`src/source/eeprom_pkg.sv`:
```
package eeprom_pkg;

  localparam int ADDR_W = 11;
  localparam int DATA_W = 8;
  localparam logic [3:0] DEV_CODE = 4'b1010;

  // clk cycles per quarter of an scl period
  localparam int QUARTER_CLKS = 2;
  localparam int QCNT_W = (QUARTER_CLKS > 1) ? $clog2(QUARTER_CLKS) : 1;

  typedef struct packed {
    logic              is_read;
    logic [ADDR_W-1:0] addr;
    logic [DATA_W-1:0] wdata;
  } eeprom_cmd_t;

  typedef struct packed {
    logic [DATA_W-1:0] rdata;
    logic              err;
  } eeprom_result_t;

  // one-cycle pulses from the scl timer
  typedef struct packed {
    logic rise;
    logic fall;
    logic drive;   // mid scl low
    logic sample;  // mid scl high
  } scl_tick_t;

  typedef enum logic [1:0] {
    SH_IDLE,
    SH_SEND,
    SH_RECV
  } shift_op_e;

  // one-hot with bit 1 left spare
  typedef enum logic [10:0] {
    IDLE        = 11'b000_0000_0001,
    WRITE_START = 11'b000_0000_0100,
    CTRL_WRITE  = 11'b000_0000_1000,
    ADDR_WRITE  = 11'b000_0001_0000,
    DATA_WRITE  = 11'b000_0010_0000,
    READ_START  = 11'b000_0100_0000,
    CTRL_READ   = 11'b000_1000_0000,
    DATA_READ   = 11'b001_0000_0000,
    STOP        = 11'b010_0000_0000,
    ACKN        = 11'b100_0000_0000
  } main_state_e;

endpackage

```
`src/source/eeprom_cmd_regs.sv`:
```
`timescale 1ns/1ns
module eeprom_cmd_regs (
  input  logic                             clk,
  input  logic                             rst_n,
  input  logic                             wr,
  input  logic                             rd,
  input  logic [eeprom_pkg::ADDR_W-1:0]    addr,
  input  logic [eeprom_pkg::DATA_W-1:0]    wdata,
  input  logic                             done,
  input  eeprom_pkg::eeprom_result_t       result,
  output eeprom_pkg::eeprom_cmd_t          cmd,
  output logic                             start_req,
  output logic                             busy,
  output logic                             ack,
  output logic [eeprom_pkg::DATA_W-1:0]    rdata,
  output logic                             err
);
  import eeprom_pkg::*;

  logic accept;

  assign accept = (wr || rd) && !busy;  // strobes while busy are dropped

  always_ff @(posedge clk or negedge rst_n) begin
    if (!rst_n) begin
      start_req <= 1'b0;
      busy      <= 1'b0;
      ack       <= 1'b0;
      err       <= 1'b0;
    end else begin
      start_req <= accept;
      ack       <= done;  // one clk after the engine finishes
      if (accept) begin
        busy <= 1'b1;
      end else if (done) begin
        busy <= 1'b0;
      end
      if (done) begin
        err <= result.err;
      end
    end
  end

  // command and read data
  always_ff @(posedge clk) begin
    if (accept) begin
      cmd.is_read <= rd;
      cmd.addr    <= addr;
      cmd.wdata   <= wdata;
    end
    if (done) begin
      rdata <= result.rdata;  // held until the next completion
    end
  end

  a_one_strobe: assert property (@(posedge clk) disable iff (!rst_n)
    !(wr && rd))
    else $error("wr and rd asserted together");

endmodule

```
`src/source/eeprom_scl_timer.sv`:
```
`timescale 1ns/1ns
module eeprom_scl_timer (
  input  logic                  clk,
  input  logic                  rst_n,
  input  logic                  run,
  output eeprom_pkg::scl_tick_t tick,
  output logic                  scl
);
  import eeprom_pkg::*;

  logic [QCNT_W-1:0] qcnt;
  logic [1:0]        phase;  // 0,1 scl low; 2,3 scl high
  logic              wrap;

  assign wrap = (qcnt == QCNT_W'(QUARTER_CLKS - 1));
  assign scl  = phase[1];

  always_ff @(posedge clk or negedge rst_n) begin
    if (!rst_n) begin
      qcnt  <= '0;
      phase <= 2'd2;
      tick  <= '0;
    end else begin
      tick <= '0;
      if (!run) begin
        // park just after a rise so the first tick is a sample
        qcnt  <= '0;
        phase <= 2'd2;
      end else if (wrap) begin
        qcnt  <= '0;
        phase <= phase + 2'd1;
        case (phase)
          2'd0:    tick.drive  <= 1'b1;
          2'd1:    tick.rise   <= 1'b1;
          2'd2:    tick.sample <= 1'b1;
          default: tick.fall   <= 1'b1;
        endcase
      end else begin
        qcnt <= qcnt + 1'b1;
      end
    end
  end

  a_stop_high: assert property (@(posedge clk) disable iff (!rst_n)
    $fell(run) |-> scl && $past(tick.sample))
    else $error("run dropped away from a sample tick");

endmodule

```
`src/source/eeprom_byte_shifter.sv`:
```
`timescale 1ns/1ns
module eeprom_byte_shifter (
  input  logic                          clk,
  input  logic                          rst_n,
  input  eeprom_pkg::scl_tick_t         tick,
  input  eeprom_pkg::shift_op_e         op,
  input  logic [eeprom_pkg::DATA_W-1:0] tx_byte,
  input  logic                          host_ack_bit,
  input  logic                          sda_in,
  output logic                          bit_out,
  output logic                          byte_done,
  output logic [eeprom_pkg::DATA_W-1:0] rx_byte,
  output logic                          ack_seen
);
  import eeprom_pkg::*;

  logic [DATA_W-1:0] sreg;
  logic [3:0]        slot;    // 0..7 data bits, 8 acknowledge
  logic              active;
  logic              ack_slot;

  assign ack_slot  = (slot == 4'd8);
  assign byte_done = active && ack_slot && tick.fall;
  assign rx_byte   = sreg;

  always_ff @(posedge clk or negedge rst_n) begin
    if (!rst_n) begin
      active   <= 1'b0;
      slot     <= '0;
      bit_out  <= 1'b1;  // released
      ack_seen <= 1'b0;
    end else begin
      if (tick.drive) begin
        if (!active && op != SH_IDLE) begin
          active  <= 1'b1;
          slot    <= '0;
          bit_out <= (op == SH_SEND) ? tx_byte[DATA_W-1] : 1'b1;
        end else if (active) begin
          slot <= slot + 4'd1;
          if (slot == 4'd7) begin
            // device acks a send and host acks a receive in the ninth bit
            bit_out <= (op == SH_SEND) ? 1'b1 : host_ack_bit;
          end else begin
            bit_out <= (op == SH_SEND) ? sreg[DATA_W-1] : 1'b1;
          end
        end
      end
      if (tick.sample && active && ack_slot && op == SH_SEND) begin
        ack_seen <= !sda_in;
      end
      if (byte_done) begin
        active <= 1'b0;
      end
    end
  end

  // msb first in both directions
  always_ff @(posedge clk) begin
    if (tick.drive && !active && op == SH_SEND) begin
      sreg <= {tx_byte[DATA_W-2:0], 1'b0};
    end else if (tick.drive && active && op == SH_SEND && !slot[3]) begin
      sreg <= {sreg[DATA_W-2:0], 1'b0};
    end else if (tick.sample && active && op == SH_RECV && !ack_slot) begin
      sreg <= {sreg[DATA_W-2:0], sda_in};
    end
  end

endmodule

```
`src/source/eeprom_wr.sv`:
```
`timescale 1ns/1ns
module eeprom_wr (
  input  logic                          clk,
  input  logic                          rst_n,
  input  logic                          start_req,
  input  eeprom_pkg::eeprom_cmd_t       cmd,
  input  eeprom_pkg::scl_tick_t         tick,
  input  logic                          byte_done,
  input  logic [eeprom_pkg::DATA_W-1:0] rx_byte,
  input  logic                          ack_seen,
  input  logic                          bit_out,
  output logic                          run,
  output eeprom_pkg::shift_op_e         op,
  output logic [eeprom_pkg::DATA_W-1:0] tx_byte,
  output logic                          host_ack_bit,
  output logic                          sda_oe,
  output logic                          done,
  output eeprom_pkg::eeprom_result_t    result
);
  import eeprom_pkg::*;

  main_state_e       state;
  logic              own_low;  // engine pulls sda for start/stop
  logic              use_sh;   // shifter owns the line
  logic              scl_hi;
  logic [DATA_W-1:0] ctrl_w;
  logic [DATA_W-1:0] ctrl_r;

  // block select from the upper address bits
  assign ctrl_w = {DEV_CODE, cmd.addr[ADDR_W-1:DATA_W], 1'b0};
  assign ctrl_r = {DEV_CODE, cmd.addr[ADDR_W-1:DATA_W], 1'b1};
  assign sda_oe = use_sh ? ~bit_out : own_low;

  always_ff @(posedge clk or negedge rst_n) begin
    if (!rst_n) begin
      state        <= IDLE;
      run          <= 1'b0;
      op           <= SH_IDLE;
      tx_byte      <= '0;
      host_ack_bit <= 1'b0;
      own_low      <= 1'b0;
      use_sh       <= 1'b0;
      done         <= 1'b0;
      result       <= '0;
    end else begin
      done <= 1'b0;
      if (tick.drive && op != SH_IDLE) begin
        use_sh <= 1'b1;  // same edge the shifter puts out its first bit
      end
      if (byte_done && op == SH_SEND && !ack_seen) begin
        // no acknowledge from the device
        state      <= STOP;
        op         <= SH_IDLE;
        result.err <= 1'b1;
      end else begin
        case (state)
          IDLE: begin
            if (start_req) begin
              state        <= WRITE_START;
              run          <= 1'b1;
              result.err   <= 1'b0;
              host_ack_bit <= 1'b0;
            end
          end
          WRITE_START: begin
            if (tick.sample) begin
              own_low <= 1'b1;  // sda falls while scl high
              op      <= SH_SEND;
              tx_byte <= ctrl_w;
              state   <= CTRL_WRITE;
            end
          end
          CTRL_WRITE: begin
            if (byte_done) begin
              tx_byte <= cmd.addr[DATA_W-1:0];
              state   <= ADDR_WRITE;
            end
          end
          ADDR_WRITE: begin
            if (byte_done && cmd.is_read) begin
              op    <= SH_IDLE;
              state <= READ_START;
            end else if (byte_done) begin
              tx_byte <= cmd.wdata;
              state   <= DATA_WRITE;
            end
          end
          DATA_WRITE: begin
            if (byte_done) begin
              op    <= SH_IDLE;
              state <= STOP;
            end
          end
          READ_START: begin
            if (tick.drive) begin
              use_sh  <= 1'b0;
              own_low <= 1'b0;  // release before scl rises
            end else if (tick.sample) begin
              own_low <= 1'b1;  // repeated start
              op      <= SH_SEND;
              tx_byte <= ctrl_r;
              state   <= CTRL_READ;
            end
          end
          CTRL_READ: begin
            if (byte_done) begin
              op           <= SH_RECV;
              host_ack_bit <= 1'b1;  // no-ack on the only byte
              state        <= DATA_READ;
            end
          end
          DATA_READ: begin
            if (byte_done) begin
              result.rdata <= rx_byte;
              op           <= SH_IDLE;
              state        <= STOP;
            end
          end
          STOP: begin
            if (tick.drive) begin
              use_sh  <= 1'b0;
              own_low <= 1'b1;
            end else if (tick.sample) begin
              own_low <= 1'b0;  // sda rises while scl high
              run     <= 1'b0;
              state   <= ACKN;
            end
          end
          ACKN: begin
            done  <= 1'b1;
            state <= IDLE;
          end
          default: state <= IDLE;
        endcase
      end
    end
  end

  // scl level as seen through the ticks
  always_ff @(posedge clk or negedge rst_n) begin
    if (!rst_n) begin
      scl_hi <= 1'b1;
    end else if (tick.rise) begin
      scl_hi <= 1'b1;
    end else if (tick.fall) begin
      scl_hi <= 1'b0;
    end
  end

  a_sda_stable: assert property (@(posedge clk) disable iff (!rst_n)
    (scl_hi && $past(scl_hi) && sda_oe != $past(sda_oe)) |->
      $past(state) inside {WRITE_START, READ_START, STOP})
    else $error("sda changed with scl high outside start or stop");

endmodule

```
`src/source/eeprom_ctrl_top.sv`:
```
`timescale 1ns/1ns
module eeprom_ctrl_top (
  input  logic                          clk,
  input  logic                          rst_n,
  input  logic                          wr,
  input  logic                          rd,
  input  logic [eeprom_pkg::ADDR_W-1:0] addr,
  input  logic [eeprom_pkg::DATA_W-1:0] wdata,
  input  logic                          sda_in,
  output logic [eeprom_pkg::DATA_W-1:0] rdata,
  output logic                          ack,
  output logic                          err,
  output logic                          busy,
  output logic                          scl,
  output logic                          sda_oe
);
  import eeprom_pkg::*;

  eeprom_cmd_t       cmd;
  eeprom_result_t    result;
  scl_tick_t         tick;
  shift_op_e         op;
  logic              start_req;
  logic              done;
  logic              run;
  logic [DATA_W-1:0] tx_byte;
  logic [DATA_W-1:0] rx_byte;
  logic              host_ack_bit;
  logic              bit_out;
  logic              byte_done;
  logic              ack_seen;

  eeprom_cmd_regs u_cmd_regs (
    .clk       (clk),
    .rst_n     (rst_n),
    .wr        (wr),
    .rd        (rd),
    .addr      (addr),
    .wdata     (wdata),
    .done      (done),
    .result    (result),
    .cmd       (cmd),
    .start_req (start_req),
    .busy      (busy),
    .ack       (ack),
    .rdata     (rdata),
    .err       (err)
  );

  eeprom_wr u_wr (
    .clk          (clk),
    .rst_n        (rst_n),
    .start_req    (start_req),
    .cmd          (cmd),
    .tick         (tick),
    .byte_done    (byte_done),
    .rx_byte      (rx_byte),
    .ack_seen     (ack_seen),
    .bit_out      (bit_out),
    .run          (run),
    .op           (op),
    .tx_byte      (tx_byte),
    .host_ack_bit (host_ack_bit),
    .sda_oe       (sda_oe),
    .done         (done),
    .result       (result)
  );

  eeprom_scl_timer u_scl_timer (
    .clk   (clk),
    .rst_n (rst_n),
    .run   (run),
    .tick  (tick),
    .scl   (scl)
  );

  eeprom_byte_shifter u_shifter (
    .clk          (clk),
    .rst_n        (rst_n),
    .tick         (tick),
    .op           (op),
    .tx_byte      (tx_byte),
    .host_ack_bit (host_ack_bit),
    .sda_in       (sda_in),
    .bit_out      (bit_out),
    .byte_done    (byte_done),
    .rx_byte      (rx_byte),
    .ack_seen     (ack_seen)
  );

endmodule

```
`config.mk`:
```
export PLATFORM = sky130hd
export DESIGN_NAME = eeprom_ctrl_top
export DESIGN_NICKNAME = d
export VERILOG_FILES = /design/src/source/eeprom_pkg.sv /design/src/source/eeprom_cmd_regs.sv /design/src/source/eeprom_scl_timer.sv /design/src/source/eeprom_byte_shifter.sv /design/src/source/eeprom_wr.sv /design/src/source/eeprom_ctrl_top.sv
export SDC_FILE = /design/constraint.sdc
export NUM_CORES = 1
export LEC_CHECK = 0
export ABC_CLOCK_PERIOD_IN_PS = 2850
export BUFFER_PORTS_ARGS = -buffer_cell sky130_fd_sc_hd__clkbuf_2
export CAP_MARGIN = 20
export CORE_ASPECT_RATIO = 1.25
export CORE_MARGIN = 2
export CORE_UTILIZATION = 59
export DETAILED_ROUTE_END_ITERATION = 6
export PLACE_DENSITY = 0.79
export SLEW_MARGIN = 20
export SYNTH_ARGS = -nofsm -noshare
export SYNTH_HDL_FRONTEND = slang
export SYNTH_SLANG_ARGS = --single-unit
export TNS_END_PERCENT = 1
```
`constraint.sdc`:
```
create_clock -name clk -period 2.85 [get_ports clk]
set_input_delay 0.1425 -clock clk [delete_from_list [all_inputs] [get_ports clk]]
set_output_delay 0.1425 -clock clk [all_outputs]
set_load 0.03 [all_outputs]
```
# --- After elaboration in Yosys (flattened, before gate mapping) ---
# Index checks and enable logic that the tools add are counted.
totals:
  output_inout_bits: 13
  input_bits: 24
  regBits: 88
op_classes:
  add_sub_neg: 3
  muxes: 72
  bitwise: 2
  reduce_logical: 53
  eq_ne: 39
op_table:
  columns: ["op", "count"]
  rows:
  - ["$mux 11", 12]
  - ["$pmux 11 s8", 1]
  - ["$mux 8", 9]
  - ["$mux 1", 33]
  - ["$pmux 8 s4", 1]
  - ["$ne 3x1->1 const B", 8]
  - ["$logic_and 1x1->1", 18]
  - ["$reduce_bool 2->1", 9]
  - ["$mux 2", 8]
  - ["$ne 2x1->1 const B", 7]
  - ["$eq 11x1->1 const B", 1]
  - ["$eq 11x10->1 const B", 1]
  - ["$eq 11x11->1 const B", 1]
  - ["$eq 11x3->1 const B", 1]
  - ["$eq 11x4->1 const B", 1]
  - ["$eq 11x5->1 const B", 1]
  - ["$eq 11x6->1 const B", 1]
  - ["$eq 11x7->1 const B", 1]
  - ["$eq 11x8->1 const B", 1]
  - ["$eq 11x9->1 const B", 1]
  - ["$pmux 2 s5", 1]
  - ["$reduce_and 10->1", 1]
  - ["$reduce_and 5->1", 2]
  - ["$mux 4", 2]
  - ["27 further kinds", 47]

# --- Depth between registers and ports, before layout ---
logic_depth:
  depth_word: 7
  depth_mapped: 8
  mapped_depth_nobuf: 7

# --- Cells and area by module ---
# A second synthesis with hierarchy kept.
unflattened:
  hier_cells: 338
  hier_area_um2: 4262.8
modules_own_cells:
  columns: ["mod", "n_inst", "area_each_um2", "cells_per_inst"]
  rows:
  - ["eeprom_wr", 1, 2164.6, 207]
  - ["eeprom_cmd_regs", 1, 973.4, 37]
  - ["eeprom_byte_shifter", 1, 825.8, 72]
  - ["eeprom_scl_timer", 1, 299.0, 22]

# --- Least setup slack after synthesis ---
# Ideal clock, no wire load.
synth_timing:
  kind: "reg-to-reg"
  from: "register u_wr.op[1]"
  to: "register u_shifter.sreg[1] (netlist: u_shifter.rx_byte[1]) (enable)"
  setup_time_ns: 0.323
  n_path_buf: 1
  arrival_ns: 1.678
  path_stages_with_launch: 5
  setup_slack_ns: 0.849
  path_cell_list: "dfrtp_1 -> nand2b_1 -> clkbuf_1 -> nor3b_1 -> or3_1"
synth_between:
  elab_chain_cells: 4
  word_cells_on_any_way: 8
  cone_classes: "eq/ne: 2; reduce/logical: 6"
synth_lines:
  columns: ["item", "line", "rtl"]
  rows:
  - ["start, declared", "eeprom_wr.sv:13", "output eeprom_pkg::shift_op_e op,"]
  - ["start signal, assigned", "eeprom_wr.sv:38", "op <= SH_IDLE;"]
  - ["start signal, assigned", "eeprom_wr.sv:53", "op <= SH_IDLE;"]
  - ["start signal, assigned", "eeprom_wr.sv:68", "op <= SH_SEND;"]
  - ["$eq 2x2->1 or $eq 2x1->1 (tied branches)", "eeprom_byte_shifter.sv:63, eeprom_byte_shifter.sv:59, eeprom_byte_shifter.sv:61", null]
  - ["$logic_and 1x1->1, on equally long branches (2 in a row)", "eeprom_byte_shifter.sv:63, eeprom_byte_shifter.sv:61", null]
  - ["$reduce_bool 3->1 (no line) (*)", null, null]
  - ["end signal, assigned", "eeprom_byte_shifter.sv:60", "sreg <= {tx_byte[DATA_W-2:0], 1'b0};"]
  - ["end signal, assigned", "eeprom_byte_shifter.sv:62", "sreg <= {sreg[DATA_W-2:0], 1'b0};"]
  - ["end signal, assigned", "eeprom_byte_shifter.sv:64", "sreg <= {sreg[DATA_W-2:0], sda_in};"]
  - ["end, declared", "eeprom_byte_shifter.sv:17", "logic [DATA_W-1:0] sreg;"]
# Mark *: on every way between the ends. The rest lies on a longest branch, timed or not.
# A chain may end at the register's enable or synchronous reset.

# --- Final worst setup path ---
layout_timing:
  from: "register u_wr.state[5]"
  to: "register u_wr.state[9]"
layout_between:
  elab_chain_cells: 4
  word_cells_on_any_way: 23
  cone_classes: "eq/ne: 19; mux: 2; reduce/logical: 2"
layout_lines:
  columns: ["item", "line", "rtl"]
  rows:
  - ["start, declared", "eeprom_wr.sv:22", "main_state_e state;"]
  - ["start signal, assigned", "eeprom_wr.sv:36", "state <= IDLE;"]
  - ["start signal, assigned", "eeprom_wr.sv:52", "state <= STOP;"]
  - ["start signal, assigned", "eeprom_wr.sv:59", "state <= WRITE_START;"]
  - ["$eq 11x6->1 or $eq 11x9->1 (tied branches)", "eeprom_wr.sv:56", "case (state)"]
  - ["$reduce_or 2->1 (no line)", null, null]
  - ["$ne 3x1->1 (no line) or $pmux 11 s8 (tied branches)", null, null]
  - ["$reduce_and 10->1 (no line) or $mux 11 (tied branches)", null, null]
# Several ways; a longest one is shown, not always the timed one.

==> qor.yml <==
critical_path:
  worstSetupEndpointType: "flip-flop"
  path_cells: "nor4_4 > o211ai_1 > o32ai_2 > nor3_1 > o22a_1"
  critPathBufInv: 0
  cp_data_arrival_time_ns: 2.67
  crit_path_max_incr_delay_ns: 0.64
  crit_type: "flip-flop to flip-flop"
  cp.required_ns: 3.11
  start_kind: "flip-flop"
  cpLargestDelayFamily: "compound AO/OA/AOI/OAI gates"
  crit_fanout: 12
  crit_slowest_cell: "nor4_4"
synthesis:
  ys_async_sr_fraction_pct: 58.6
  ys_seq_area_share_pct: 57.1
  dominantRegCellSynth: "dfrtp_1"
  avgSynthCellArea_um2: 12.4
  synthesis.area_um2: 4120
  synth_edf_count: 35
  ys_warn_count: 0
  netlist_instances: 333
  syn-num-nets: 362
  ys_ff_latch: 87
  synth_cell_type_count: 70
cells_and_area:
  area_growth_pct: 16.9
  final_cell_count_no_fill: 492
  fin_nets: 426
  antennaDiodeCount: 0
  final_common_cell: "dfrtp_1"
  drive_gt1_share_pct: 24.4
  final_cell_mix: "dfrtp_1, clkbuf_2, edfxtp_1"
job:
  maxCapViolations: 0
floorplanning:
  die_w_um: 78.7
  die_y_um: 97.4
  rows: 34
  start_util_pct: 60.1
  core-area_um2: 6850
  die-area_um2: 7670
  io_pins: 37
outcome:
  status: "complete, no violations"
clock_network:
  clock_latency_ns: 0.36
  cts_made_buffers: 9
  cts_root_buf: "clkbuf_8"
  clockBufferDepth: 2
  clkSinkCount: 87
  cts_tree: "done"
  htreeDepth: 3
  path_clk_slew_ns: 0.10
detailed_routing:
  postRouteWirelength_um: 9290
  drtIter0Drc: 124
  firstDrtPassIters: 4
  drc: 0
  vias: 2908
  via_per_inst: 5.91
  wire_per_inst_um: 18.9
  ant_nets: 0
global_routing:
  grt_max_degree: 29
  grt_usage_pct: 26.6
  grt_pass1_vias: 3016
  overflow: 0
  grt_pass1_wl_um: 15400
  antenna_found_initial: 0
sta:
  setup_viol: 0
  rsz0062_at_grt: "false"
  fmax_ghz: 0.415
  holdWs_ns: 0.0548
  period_minus_slack_ns: 2.41
  slew_viol_final: 0
  finalSetupTns_ns: 0
  worst_slew_pin_slew_ns: 0.704
  finalWorstSetupSlack_ns: 0.439
  maxSlewHeadroom_pct: 52.6
  skew_ns: 0.0121
  period_share_pct: 84.6
  hold_viol_final: 0
hold_path:
  hold_path.class: "input port to flip-flop"
pwr:
  p_per_area_nw_per_um2: 677
  p_leak_nw: 2.13
  total_power_mw: 3.26
  irDropWorstVdd_mv: 0.569
placed_design:
  hpwl_um: 6390
  numPortBuffers: 36
  place_ws_ns: 0.459
  place_congestion: 0.925
  dp_cells: 454
cells in the mapped netlist (3+ instances only):
| library cell | n | area [um2] |
|---|---|---|
| dfrtp_1 | 48 | 1200 |
| edfxtp_1 | 35 | 1050 |
| nand2_1 | 22 | 82.6 |
| nor2_1 | 22 | 82.6 |
| o21ai_0 | 13 | 65.1 |
| nand3_1 | 12 | 60.1 |
| a22o_1 | 9 | 78.8 |
| mux2_2 | 9 | 101 |
| a21oi_1 | 8 | 40.0 |
| mux2_4 | 8 | 120 |
| nor3_1 | 8 | 40.0 |
| inv_1 | 7 | 26.3 |
| clkbuf_1 | 6 | 22.5 |
| ha_1 | 5 | 62.6 |
| nor2b_1 | 5 | 31.3 |
| o211ai_1 | 5 | 37.5 |
| o21a_1 | 5 | 37.5 |
| o31ai_1 | 5 | 37.5 |
| xor2_1 | 5 | 43.8 |
| a22oi_1 | 4 | 30.0 |
| a31oi_1 | 4 | 25.0 |
| and3_1 | 4 | 25.0 |
| nand2b_1 | 4 | 25.0 |
| nand3b_1 | 4 | 30.0 |
| nand4_1 | 4 | 25.0 |
| and2_1 | 3 | 18.8 |
| buf_2 | 3 | 15.0 |
| buf_4 | 3 | 22.5 |
| buf_6 | 3 | 33.8 |
| dfstp_2 | 3 | 78.8 |
| nor3b_1 | 3 | 22.5 |
| nor4_4 | 3 | 63.8 |
| nor4b_1 | 3 | 26.3 |
metrics by stage:
step / utilization, % / area [um2]
finish: 70.3 / 4810
global route: 70.3 / 4810
CTS: 70.3 / 4810
detailed placement: 64.1 / 4390
global placement: 64.1 / 4390
floorplan: - / 4120
logic make-up after synthesis:
family,Yosys count,synth area share [%]
DFF,87,57.1
and+or+nand+nor,118,17.6
AOI/OAI and AO/OA,76,13.8
buffers and inverters,22,2.92
adders and majority gates,5,1.52
xor gates and xnor gates,6,1.28
muxes,19,5.86
worst reg2reg max path: stages, from the launching register on:
cell      delay, ns
dfrtp_1        0.49
nor4_4         0.65
o211ai_1       0.37
o32ai_2        0.47
nor3_1         0.13
o22a_1         0.22
path summary, 6_finish.rpt:
path / end / from / cells after the start / slack, ns
max: u_wr.state[9]$_DFFE_PN0P_ / u_wr.state[5]$_DFFE_PN0P_ / 5 / 0.44
min: u_cmd_regs.busy$_DFFE_PN0P_ / wr / 3 / 0.05
max reg2reg: u_wr.state[9]$_DFFE_PN0P_ / u_wr.state[5]$_DFFE_PN0P_ / 5 / 0.44
min reg2reg: u_cmd_regs.rdata[3]$_DFFE_PP_ / u_wr.result[4]$_DFFE_PN0P_ / 0 / 0.45
max in group asynchronous: u_wr.done$_DFF_PN0_ / rst_n / 3 / 1.70
min in group asynchronous: u_wr.state[9]$_DFFE_PN0P_ / rst_n / 2 / 0.36
sequential cells by signal, summed over array words and instances, names as in the netlist, 2 cells and up:
name	count
u_cmd_regs.cmd	20
u_cmd_regs.rdata	8
u_scl_timer.phase	2
u_scl_timer.tick	3
u_shifter.rx_byte	8
u_shifter.slot	4
u_wr.op	2
u_wr.result	9
u_wr.state	10
u_wr.tx_byte	8
where the power goes:
group	internal, mW	switching (mW)	leakage (nW)	total [mW]
registers	1.40	0.139	1.01	1.54
logic	0.381	0.468	1.01	0.850
clock network	0.389	0.480	0.106	0.869
total	2.17	1.09	2.13	3.26
metal layers:
layer	routed length (um)	part of all wire, %	up-vias	track usage, %
li1	-	-	1385	-
met5	0	0	-	0
met1	3980	43	1437	33.7
met2	4840	52	67	45.0
met3	245	2.6	19	3.81
met4	231	2.5	0	11.7
area by class of cell:
class / count / area, um2
timing repair buffer: 68 / 475
fill: 495 / 2030
tap: 90 / 113
inverter: 7 / 26.3
sequential: 87 / 2350
clock inverter: 6 / 52.6
multi-input combinational: 224 / 1650
clock buffer: 10 / 149
timing repair:
| item | in CTS | in global routing |
|---|---|---|
| resized for setup | 0 | 0 |
| buffers inserted | 0 | 0 |
| hold buffers | 22 | 0 |
| endpoints found under the hold margin | 45 | 0 |
No activity file was read; power rests on OpenSTA's default activity.
